`src/common/rv32_pkg.sv`:
```
package rv32_pkg;

  typedef logic [31:0] word_t;   // Data, address and instruction word
  typedef logic [4:0]  reg_idx_t; // Architectural register index

  localparam int    REG_COUNT = 32;       // x0..x31
  localparam word_t RESET_PC  = 32'h0;    // First fetch address

  // Major opcodes, bits [6:0] of the instruction
  typedef enum logic [6:0] {
    OPC_OP     = 7'b0110011,
    OPC_OP_IMM = 7'b0010011,
    OPC_LUI    = 7'b0110111,
    OPC_AUIPC  = 7'b0010111,
    OPC_JAL    = 7'b1101111,
    OPC_JALR   = 7'b1100111,
    OPC_BRANCH = 7'b1100011,
    OPC_LOAD   = 7'b0000011,
    OPC_STORE  = 7'b0100011,
    OPC_SYSTEM = 7'b1110011
  } opcode_t;

  // ALU operations, coded as {funct7[5], funct3}
  typedef enum logic [3:0] {
    ALU_ADD  = 4'b0000,
    ALU_SUB  = 4'b1000,
    ALU_SLL  = 4'b0001,
    ALU_SLT  = 4'b0010,
    ALU_SLTU = 4'b0011,
    ALU_XOR  = 4'b0100,
    ALU_SRL  = 4'b0101,
    ALU_SRA  = 4'b1101,
    ALU_OR   = 4'b0110,
    ALU_AND  = 4'b0111
  } alu_op_t;

  // Branch conditions, same code as funct3
  typedef enum logic [2:0] {
    BR_BEQ  = 3'b000,
    BR_BNE  = 3'b001,
    BR_BLT  = 3'b100,
    BR_BGE  = 3'b101,
    BR_BLTU = 3'b110,
    BR_BGEU = 3'b111
  } branch_t;

  typedef enum logic {A_RS1, A_PC} a_sel_t;                      // ALU port A source
  typedef enum logic [1:0] {B_RS2, B_IMM_I, B_IMM_S, B_IMM_U} b_sel_t; // ALU port B source
  typedef enum logic [1:0] {W_LOAD, W_PC4, W_ALU} w_sel_t;       // Write-back source

endpackage

```
`src/common/fetch_execute_if.sv`:
```
`timescale 1ns/100ps

interface fetch_execute_if;

  // Pipeline register, owned by fetch
  rv32_pkg::word_t instr;    // Instruction in execute
  rv32_pkg::word_t pc;       // Its address
  rv32_pkg::word_t pc4;      // Its address plus four, link value
  logic            valid;    // Low for a bubble

  // Controls back from execute
  rv32_pkg::word_t brj_addr; // Taken branch or jump target
  logic            redirect; // Load brj_addr and squash the fetched word
  logic            stall;    // Data memory busy, hold everything

  modport fetch (
    output instr, pc, pc4, valid,
    input  brj_addr, redirect, stall
  );

  modport execute (
    input  instr, pc, pc4, valid,
    output brj_addr, redirect, stall
  );

endinterface

```
`src/execute/alu.sv`:
```
`timescale 1ns/100ps

module alu (
  input  rv32_pkg::alu_op_t op,
  input  rv32_pkg::word_t   a,
  input  rv32_pkg::word_t   b,
  output rv32_pkg::word_t   result,
  output logic              equal,
  output logic              less,
  output logic              less_u
);

  logic [4:0] shamt;

  assign shamt  = b[4:0];            // Upper bits ignored, so SRAI funct7 is harmless
  assign equal  = (a == b);
  assign less   = ($signed(a) < $signed(b));
  assign less_u = (a < b);

  always_comb begin
    case (op)
      rv32_pkg::ALU_ADD:  result = a + b;
      rv32_pkg::ALU_SUB:  result = a - b;
      rv32_pkg::ALU_SLL:  result = a << shamt;
      rv32_pkg::ALU_SLT:  result = {31'b0, less};
      rv32_pkg::ALU_SLTU: result = {31'b0, less_u};
      rv32_pkg::ALU_XOR:  result = a ^ b;
      rv32_pkg::ALU_SRL:  result = a >> shamt;
      rv32_pkg::ALU_SRA:  result = $signed(a) >>> shamt;
      rv32_pkg::ALU_OR:   result = a | b;
      rv32_pkg::ALU_AND:  result = a & b;
      default:            result = '0;
    endcase
  end

endmodule

```
`src/execute/control_unit.sv`:
```
`timescale 1ns/100ps

module control_unit (
  input  rv32_pkg::word_t    instr,
  output rv32_pkg::alu_op_t  op,
  output rv32_pkg::a_sel_t   a_sel,
  output rv32_pkg::b_sel_t   b_sel,
  output rv32_pkg::w_sel_t   w_sel,
  output rv32_pkg::branch_t  branch_type,
  output rv32_pkg::reg_idx_t rs1,
  output rv32_pkg::reg_idx_t rs2,
  output rv32_pkg::reg_idx_t rd,
  output rv32_pkg::word_t    imm_i,
  output rv32_pkg::word_t    imm_s,
  output rv32_pkg::word_t    imm_b,
  output rv32_pkg::word_t    imm_u,
  output rv32_pkg::word_t    imm_j,
  output logic               reg_wen,
  output logic               is_branch,
  output logic               is_jal,
  output logic               is_jalr,
  output logic               dren,
  output logic               dwen,
  output logic               is_halt
);

  rv32_pkg::opcode_t opcode;
  logic [2:0]        funct3;

  assign opcode = rv32_pkg::opcode_t'(instr[6:0]); // Values outside the enum fall to default
  assign funct3 = instr[14:12];

  // Raw immediate fields in their final bit positions, upper bits zero
  assign imm_i = {20'b0, instr[31:20]};
  assign imm_s = {20'b0, instr[31:25], instr[11:7]};
  assign imm_b = {19'b0, instr[31], instr[7], instr[30:25], instr[11:8], 1'b0};
  assign imm_u = {instr[31:12], 12'b0};
  assign imm_j = {11'b0, instr[31], instr[19:12], instr[20], instr[30:21], 1'b0};

  assign rs2         = instr[24:20];
  assign rd          = instr[11:7];
  assign branch_type = rv32_pkg::branch_t'(funct3);

  always_comb begin
    op        = rv32_pkg::ALU_ADD;  // Address and AUIPC/LUI sums
    a_sel     = rv32_pkg::A_RS1;
    b_sel     = rv32_pkg::B_IMM_I;
    w_sel     = rv32_pkg::W_ALU;
    rs1       = instr[19:15];
    reg_wen   = 1'b0;
    is_branch = 1'b0;
    is_jal    = 1'b0;
    is_jalr   = 1'b0;
    dren      = 1'b0;
    dwen      = 1'b0;
    is_halt   = 1'b0;
    case (opcode)
      rv32_pkg::OPC_OP, rv32_pkg::OPC_OP_IMM: begin
        reg_wen = 1'b1;
        b_sel   = (opcode == rv32_pkg::OPC_OP) ? rv32_pkg::B_RS2 : rv32_pkg::B_IMM_I;
        case (funct3)
          3'b000: op = (opcode == rv32_pkg::OPC_OP && instr[30]) ?
                       rv32_pkg::ALU_SUB : rv32_pkg::ALU_ADD; // No SUBI
          3'b001: op = rv32_pkg::ALU_SLL;
          3'b010: op = rv32_pkg::ALU_SLT;
          3'b011: op = rv32_pkg::ALU_SLTU;
          3'b100: op = rv32_pkg::ALU_XOR;
          3'b101: op = instr[30] ? rv32_pkg::ALU_SRA : rv32_pkg::ALU_SRL;
          3'b110: op = rv32_pkg::ALU_OR;
          default: op = rv32_pkg::ALU_AND;
        endcase
      end
      rv32_pkg::OPC_LUI: begin
        reg_wen = 1'b1;
        rs1     = '0;               // x0 gives a zero on port A
        b_sel   = rv32_pkg::B_IMM_U;
      end
      rv32_pkg::OPC_AUIPC: begin
        reg_wen = 1'b1;
        a_sel   = rv32_pkg::A_PC;
        b_sel   = rv32_pkg::B_IMM_U;
      end
      rv32_pkg::OPC_JAL: begin
        reg_wen = 1'b1;
        is_jal  = 1'b1;
        w_sel   = rv32_pkg::W_PC4;  // Link
      end
      rv32_pkg::OPC_JALR: begin
        reg_wen = 1'b1;
        is_jalr = 1'b1;             // Target is rs1 + imm from the ALU
        w_sel   = rv32_pkg::W_PC4;
      end
      rv32_pkg::OPC_BRANCH: begin
        is_branch = 1'b1;
        b_sel     = rv32_pkg::B_RS2;  // Flags compare rs1 with rs2
        op        = rv32_pkg::ALU_SUB;
      end
      rv32_pkg::OPC_LOAD: begin
        reg_wen = 1'b1;
        dren    = 1'b1;             // LW only
        w_sel   = rv32_pkg::W_LOAD;
      end
      rv32_pkg::OPC_STORE: begin
        dwen  = 1'b1;               // SW only
        b_sel = rv32_pkg::B_IMM_S;
      end
      rv32_pkg::OPC_SYSTEM: begin
        is_halt = (funct3 == 3'b000); // ECALL
      end
      default: ;                    // Unknown opcode is a no-op
    endcase
  end

endmodule

```
`src/execute/execute_stage.sv`:
```
`timescale 1ns/100ps

module execute_stage (
  input  logic                   CLK,
  input  logic                   rst_n,
  fetch_execute_if.execute       fe,
  output rv32_pkg::word_t        dmem_addr,
  output rv32_pkg::word_t        dmem_wdata,
  output logic                   dmem_ren,
  output logic                   dmem_wen,
  input  rv32_pkg::word_t        dmem_rdata,
  input  logic                   dmem_busy,
  output logic                   halt
);

  rv32_pkg::alu_op_t  alu_op;
  rv32_pkg::a_sel_t   a_sel;
  rv32_pkg::b_sel_t   b_sel;
  rv32_pkg::w_sel_t   w_sel;
  rv32_pkg::branch_t  branch_type;
  rv32_pkg::reg_idx_t rs1, rs2, rd;
  rv32_pkg::word_t    imm_i, imm_s, imm_b, imm_u, imm_j;
  logic               reg_wen, is_branch, is_jal, is_jalr, dren, dwen, is_halt;

  rv32_pkg::word_t    rs1_data, rs2_data, wdata;
  rv32_pkg::word_t    alu_a, alu_b, alu_result;
  logic               equal, less, less_u;

  rv32_pkg::word_t    imm_i_ext, imm_s_ext, imm_b_ext, imm_j_ext;
  rv32_pkg::word_t    pc_target;   // JAL or branch target
  logic               br_taken;
  logic               active;      // Valid instruction and core not halted
  logic               mem_stall;
  logic               halt_q;

  control_unit cu (
    .instr(fe.instr), .op(alu_op), .a_sel(a_sel), .b_sel(b_sel), .w_sel(w_sel),
    .branch_type(branch_type), .rs1(rs1), .rs2(rs2), .rd(rd),
    .imm_i(imm_i), .imm_s(imm_s), .imm_b(imm_b), .imm_u(imm_u), .imm_j(imm_j),
    .reg_wen(reg_wen), .is_branch(is_branch), .is_jal(is_jal), .is_jalr(is_jalr),
    .dren(dren), .dwen(dwen), .is_halt(is_halt)
  );

  reg_file rf (
    .CLK(CLK), .rst_n(rst_n), .rs1(rs1), .rs2(rs2), .rs1_data(rs1_data),
    .rs2_data(rs2_data), .rd(rd), .wdata(wdata),
    .wen(reg_wen && active && !mem_stall) // Write at the end of the last busy cycle
  );

  alu alu_i (
    .op(alu_op), .a(alu_a), .b(alu_b), .result(alu_result),
    .equal(equal), .less(less), .less_u(less_u)
  );

  // Sign extension from the top bit of each field
  assign imm_i_ext = {{20{imm_i[11]}}, imm_i[11:0]};
  assign imm_s_ext = {{20{imm_s[11]}}, imm_s[11:0]};
  assign imm_b_ext = {{19{imm_b[12]}}, imm_b[12:0]};
  assign imm_j_ext = {{11{imm_j[20]}}, imm_j[20:0]};

  // Operand muxes
  assign alu_a = (a_sel == rv32_pkg::A_PC) ? fe.pc : rs1_data;

  always_comb begin
    case (b_sel)
      rv32_pkg::B_RS2:   alu_b = rs2_data;
      rv32_pkg::B_IMM_S: alu_b = imm_s_ext;
      rv32_pkg::B_IMM_U: alu_b = imm_u;     // Already in upper position
      default:           alu_b = imm_i_ext;
    endcase
  end

  // Branch condition from the ALU flags
  always_comb begin
    case (branch_type)
      rv32_pkg::BR_BEQ:  br_taken = equal;
      rv32_pkg::BR_BNE:  br_taken = !equal;
      rv32_pkg::BR_BLT:  br_taken = less;
      rv32_pkg::BR_BGE:  br_taken = !less;
      rv32_pkg::BR_BLTU: br_taken = less_u;
      rv32_pkg::BR_BGEU: br_taken = !less_u;
      default:           br_taken = 1'b0; // Reserved funct3
    endcase
  end

  // One adder serves JAL and branches, JALR comes from the ALU
  assign pc_target   = fe.pc + (is_jal ? imm_j_ext : imm_b_ext);
  assign fe.brj_addr = is_jalr ? {alu_result[31:1], 1'b0} : pc_target;
  assign fe.redirect = active && (is_jal || is_jalr || (is_branch && br_taken));

  // Write-back select
  always_comb begin
    case (w_sel)
      rv32_pkg::W_LOAD: wdata = dmem_rdata;  // Taken when busy is low
      rv32_pkg::W_PC4:  wdata = fe.pc4;      // Link value
      default:          wdata = alu_result;
    endcase
  end

  // Data memory, levels held while the instruction sits here
  assign active     = fe.valid && !halt_q;
  assign dmem_addr  = alu_result;
  assign dmem_wdata = rs2_data;
  assign dmem_ren   = dren && active;
  assign dmem_wen   = dwen && active;
  assign mem_stall  = (dmem_ren || dmem_wen) && dmem_busy;
  assign fe.stall   = mem_stall;

  // Halt is sticky once an ECALL executes
  always_ff @(posedge CLK or negedge rst_n) begin
    if (!rst_n) begin
      halt_q <= 1'b0;
    end else if (active && is_halt) begin
      halt_q <= 1'b1;
    end
  end

  assign halt = halt_q;

endmodule

```
`src/execute/reg_file.sv`:
```
`timescale 1ns/100ps

module reg_file (
  input  logic               CLK,
  input  logic               rst_n,
  input  rv32_pkg::reg_idx_t rs1,
  input  rv32_pkg::reg_idx_t rs2,
  output rv32_pkg::word_t    rs1_data,
  output rv32_pkg::word_t    rs2_data,
  input  rv32_pkg::reg_idx_t rd,
  input  rv32_pkg::word_t    wdata,
  input  logic               wen
);

  rv32_pkg::word_t regs [rv32_pkg::REG_COUNT];

  always_ff @(posedge CLK or negedge rst_n) begin
    if (!rst_n) begin
      for (int i = 0; i < rv32_pkg::REG_COUNT; i++) begin
        regs[i] <= '0;
      end
    end else if (wen && rd != '0) begin
      regs[rd] <= wdata;            // x0 never written
    end
  end

  // Combinational reads, x0 hardwired to zero
  assign rs1_data = (rs1 == '0) ? '0 : regs[rs1];
  assign rs2_data = (rs2 == '0) ? '0 : regs[rs2];

endmodule

```
`src/fetch/fetch_stage.sv`:
```
`timescale 1ns/100ps

module fetch_stage (
  input  logic                   CLK,
  input  logic                   rst_n,
  fetch_execute_if.fetch         fe,
  output rv32_pkg::word_t        imem_addr,
  input  rv32_pkg::word_t        imem_rdata,
  input  logic                   halt
);

  rv32_pkg::word_t pc;       // Address being fetched this cycle
  rv32_pkg::word_t pc_plus4; // Sequential next address
  logic            advance;  // Pipeline moves this cycle

  assign imem_addr = pc;     // Instruction memory answers in the same cycle
  assign pc_plus4  = pc + 32'd4;

  // Stall wins over redirect since the stalled instruction is still executing
  assign advance = !fe.stall && !halt;

  // Program counter and valid bit
  always_ff @(posedge CLK or negedge rst_n) begin
    if (!rst_n) begin
      pc       <= rv32_pkg::RESET_PC;
      fe.valid <= 1'b0;                 // Nothing fetched yet
    end else if (fe.stall) begin
      pc       <= pc;                   // Back-pressure from data memory
      fe.valid <= fe.valid;
    end else if (halt) begin
      pc       <= pc;                   // Core frozen after ECALL
      fe.valid <= 1'b0;
    end else if (fe.redirect) begin
      pc       <= fe.brj_addr;          // Not-taken guess was wrong
      fe.valid <= 1'b0;                 // One bubble
    end else begin
      pc       <= pc_plus4;
      fe.valid <= 1'b1;
    end
  end

  // Pipeline register payload
  always_ff @(posedge CLK) begin
    if (advance) begin
      fe.instr <= imem_rdata;
      fe.pc    <= pc;
      fe.pc4   <= pc_plus4;           // Kept for the JAL/JALR link
    end
  end

endmodule

```
`src/rtl/rv32_core.sv`:
```
`timescale 1ns/100ps

module rv32_core (
  input  logic            CLK,
  input  logic            rst_n,
  output rv32_pkg::word_t imem_addr,
  input  rv32_pkg::word_t imem_rdata,  // Combinational, same cycle
  output rv32_pkg::word_t dmem_addr,
  output rv32_pkg::word_t dmem_wdata,
  output logic            dmem_ren,
  output logic            dmem_wen,
  input  rv32_pkg::word_t dmem_rdata,
  input  logic            dmem_busy,
  output logic            halt
);

  fetch_execute_if fe_if ();          // Pipeline register and controls

  fetch_stage fetch (
    .CLK(CLK),
    .rst_n(rst_n),
    .fe(fe_if.fetch),
    .imem_addr(imem_addr),
    .imem_rdata(imem_rdata),
    .halt(halt)                       // Freezes the PC
  );

  execute_stage execute (
    .CLK(CLK),
    .rst_n(rst_n),
    .fe(fe_if.execute),
    .dmem_addr(dmem_addr),
    .dmem_wdata(dmem_wdata),
    .dmem_ren(dmem_ren),
    .dmem_wen(dmem_wen),
    .dmem_rdata(dmem_rdata),
    .dmem_busy(dmem_busy),
    .halt(halt)
  );

endmodule

```
`config.mk`:
```
export PLATFORM = sky130hd
export DESIGN_NAME = rv32_core
export DESIGN_NICKNAME = d
export VERILOG_FILES = /design/src/common/rv32_pkg.sv /design/src/common/fetch_execute_if.sv /design/src/execute/alu.sv /design/src/execute/control_unit.sv /design/src/execute/execute_stage.sv /design/src/execute/reg_file.sv /design/src/fetch/fetch_stage.sv /design/src/rtl/rv32_core.sv
export SDC_FILE = /design/constraint.sdc
export NUM_CORES = 2
export LEC_CHECK = 0
export ABC_CLOCK_PERIOD_IN_PS = 9220
export BUFFER_PORTS_ARGS = -buffer_cell sky130_fd_sc_hd__buf_2
export CORE_MARGIN = 1
export CORE_UTILIZATION = 29
export DETAILED_ROUTE_END_ITERATION = 10
export PLACE_DENSITY = 0.44
export RECOVER_POWER = 25
export SLEW_MARGIN = 40
export SYNTH_ARGS = -nofsm -noshare
export SYNTH_HDL_FRONTEND = slang
export SYNTH_SLANG_ARGS = --single-unit
```
`constraint.sdc`:
```
create_clock -name CLK -period 9.22 [get_ports CLK]
set_input_delay 1.383 -clock CLK [delete_from_list [all_inputs] [get_ports CLK]]
set_output_delay 1.383 -clock CLK [all_outputs]
set_load 0.01 [all_outputs]
```
==> reports/metrics.yaml <==
job:
  drv_cap: 10
worst_setup_path:
  end_kind: "primary output"
  max_stage_delay_ps: 740
  crit_chain: "buf_4 > nor2b_4 > buf_12 > a22o_1 > o22ai_2 > nor2_1 > a221oi_1 > nor2_1 > ha_1 > nor2_1 > o211ai_1 > and2_1 > o21a_1 > a21oi_1 > xnor2_1 > a21oi_1 > o211ai_1 > nor4b_1 > buf_4 > inv_1 > buf_2"
  r2r_start: "fetch.fe.instr[16]"
  cp-start-kind: "flop"
  r2r_end: "execute.rf.regs[151]"
  path_class: "reg -> out"
  r2r_setup_slack_ps: 1360
  cp.arrival_ps: 7760
  critPathSlowestCell: "nor2_1"
  path_max_fanout: 29
  required_ps: 7840
  crit_path_frequent_cell: "nor2_1"
  ff2ff_path_depth: 27
place:
  gp_congestion: 1.01
  placedCellCount: 10374
  hpwl_um: 253000
  io_buffers: 165
  post_dp_cell_area_sq_um: 76200
  dp_slack_ps: 665
global_routing:
  grt_pass1_vias: 61447
  gr-total-overflow: 0
  grt_max_degree: 147
  grt_pass1_wl_um: 508000
  antenna_found_initial: 21
  grt_usage: 0.292
logic_synthesis:
  synthCells: 7364
  avgSynthCellArea_sq_um: 9.61
  async_reset_ff_frac: 0.918
  postSynthNetCount: 7566
  synth-seq-area-share: 0.414
  syn_area_sq_um: 70700
  ys_seq_elements: 1152
  synthMuxAreaShare: 0.168
  synth_edf_count: 94
  synth_top_family_by_area: "compound AO/OA/AOI/OAI gates"
  synth_xor_area_frac: 0.0102
  synthAdderAreaFrac: 0.0242
  synthSimpleGateAreaFrac: 0.116
  synth.distinct_cells: 113
  synth-compound-area-share: 0.214
  yosysWarnings: 0
  yosys_most_used_dff: "dfrtp_1"
pwr:
  peakVddDrop_v: 0.000140
  p_leak_uw: 0.0346
  power_density_nw_per_um2: 210
finish:
  regArea_sq_um: 29300
  nets: 7559
  fin_cells: 10655
  fillers: 24872
  final_core_util: 0.336
  layout.cells.most_common: "dfrtp_1"
  area_growth_pct: 14.5
  multi_input_comb_area_sq_um: 38400
  finalInstanceArea_sq_um: 81000
  drive_gt1_frac: 0.200
  layout_common_cells: "dfrtp_1 (1058), nand2_1 (1022), o21ai_0 (834)"
drt:
  met3_length_um: 33100
  final_antenna_net_count: 0
  wl_um: 367000
  drt-initial-drc-count: 7463
  wl_met2_um: 159000
  wl_met1_um: 155000
  viasPerCell: 6.01
  wl_per_cell_um: 34.4
  drc: 0
  drt_pre_antenna_iters: 6
  top_layer: "met5"
  routed-via-count: 64055
sta:
  setup_violations: 0
  tightest_slew_ps: 3610
  fin_ws_ps: 77.1
  maxSlewHeadroom: -1.41
  fin_skew_ps: 39.3
  drv_slew: 563
  hold_viol_final: 0
  hold_ws_ps: 400
  final.period_utilization: 0.992
  period_minus_slack_ps: 9140
  max_freq_ghz: 0.109
status:
  violations: "max-capacitance violations, max-slew violations"
  outcome: "finished, violations left"
floorplan:
  core_area_sq_um: 241000
  pin_count: 166
  die_w_um: 496
  die_area_sq_um: 246000
  rows: 180
  start_util: 0.293
  die_y_um: 496
clock_network:
  ctsHoldBuffers: 0
  clkLatencyLatePin_ps: 830
  h-tree-depth: 4
  cts.clk_slew.worst_paths_ps: 50
  numCtsBuffers: 139
  cts-root-buf: "clkbuf_16"
  cts_tree: "built"
  clk_path_buf_depth: 3
  cts.sink_count: 1152
min_path:
  hold-path-cell-count: 0
  hold_path_class: "reg -> reg"
  worstHoldStart: "execute.rf.regs[998]"
  holdPathEnd: "execute.rf.regs[998]"
synth_stat cells (all sizes together) (96+ instances only):
cell	number	area, sq um
nand3	125	636
a21oi	393	2000
o22ai	181	1140
nor2	486	1830
clkbuf	448	1710
dfrtp	1058	26500
ha	132	1650
nand2	1058	3970
mux2	298	3470
o211ai	96	726
mux2i	254	2540
mux4	262	5900
buf	260	1560
inv	123	472
o21ai	940	4720
per-stage QoR:
step	total power, uW	setup TNS, ps
2_1_floorplan	8940	0
3_3_place_gp	11400	0
3_5_place_dp	11400	0
4_1_cts	17000	0
5_1_grt	17600	-9.41
6_report	17100	0
metal layers:
layer,track usage,up-vias
met5,0.00405,-
met4,0.135,12
li1,-,27250
met1,0.397,32765
met2,0.438,3284
met3,0.0700,744
how the worst max path moves through the flow:
stage | start | endpoint | cells after the start
3_3_place_gp | fetch.fe.instr[15] | dmem_addr[20] | 22
4_1_cts | fetch.fe.instr[6] | dmem_addr[20] | 24
5_1_grt | fetch.fe.instr[21] | dmem_addr[17] | 23
2_1_floorplan | fetch.fe.instr[20] | dmem_addr[20] | 27
3_5_place_dp | fetch.fe.instr[16] | dmem_addr[20] | 23
6_report | fetch.fe.instr[23] | dmem_addr[17] | 21
logic make-up (layout without fill, tap and decap cells):
kind of cell / after synthesis / count (layout)
other: 0 / 12
adder cells (fa/ha/maj): 135 / 135
AO/OA/AOI/OAI: 2403 / 2403
buffers and inverters: 831 / 925
flip-flops: 1152 / 1152
multiplexers: 814 / 814
XOR/XNOR: 82 / 82
AND/OR/NAND/NOR: 1947 / 1947
final cells by class:
type                       instances  area share
clock buffer                     202      0.0494
timing repair buffer             560      0.0528
antenna                           12    0.000371
tap                             3185      0.0492
inverter                         123     0.00588
sequential                      1152       0.362
multi-input combinational       5381       0.474
clock inverter                    40     0.00686
flip-flops by register name (all words and copies together) (netlist names):
name,flops
execute.halt,1
execute.rf.regs,1024
fetch.fe.instr,32
fetch.fe.pc,30
fetch.fe.pc4,32
fetch.fe.valid,1
fetch.imem_addr,32
power breakdown:
group / switching, uW / internal (uW)
clock network: 2400 / 3200
logic: 3420 / 1660
registers: 652 / 5710
total: 6480 / 10600
worst max-delay path: cells and delay by family (launching register included):
kind	cells	cell delay [ps]
and+or+nand+nor	6	2610
AOI/OAI and AO/OA	8	1930
buffers and inverters	5	1190
DFF	1	550
adders and majority gates	1	480
xor gates and xnor gates	1	100
repair_timing:
item	in CTS	in global routing
resized for setup	3	24
buffers inserted	3	20
pin swaps	0	6
endpoints found under the setup margin	12	16
hold endpoints to repair	0	0
gates cloned	0	1
(Power assumes the default switching activity.)
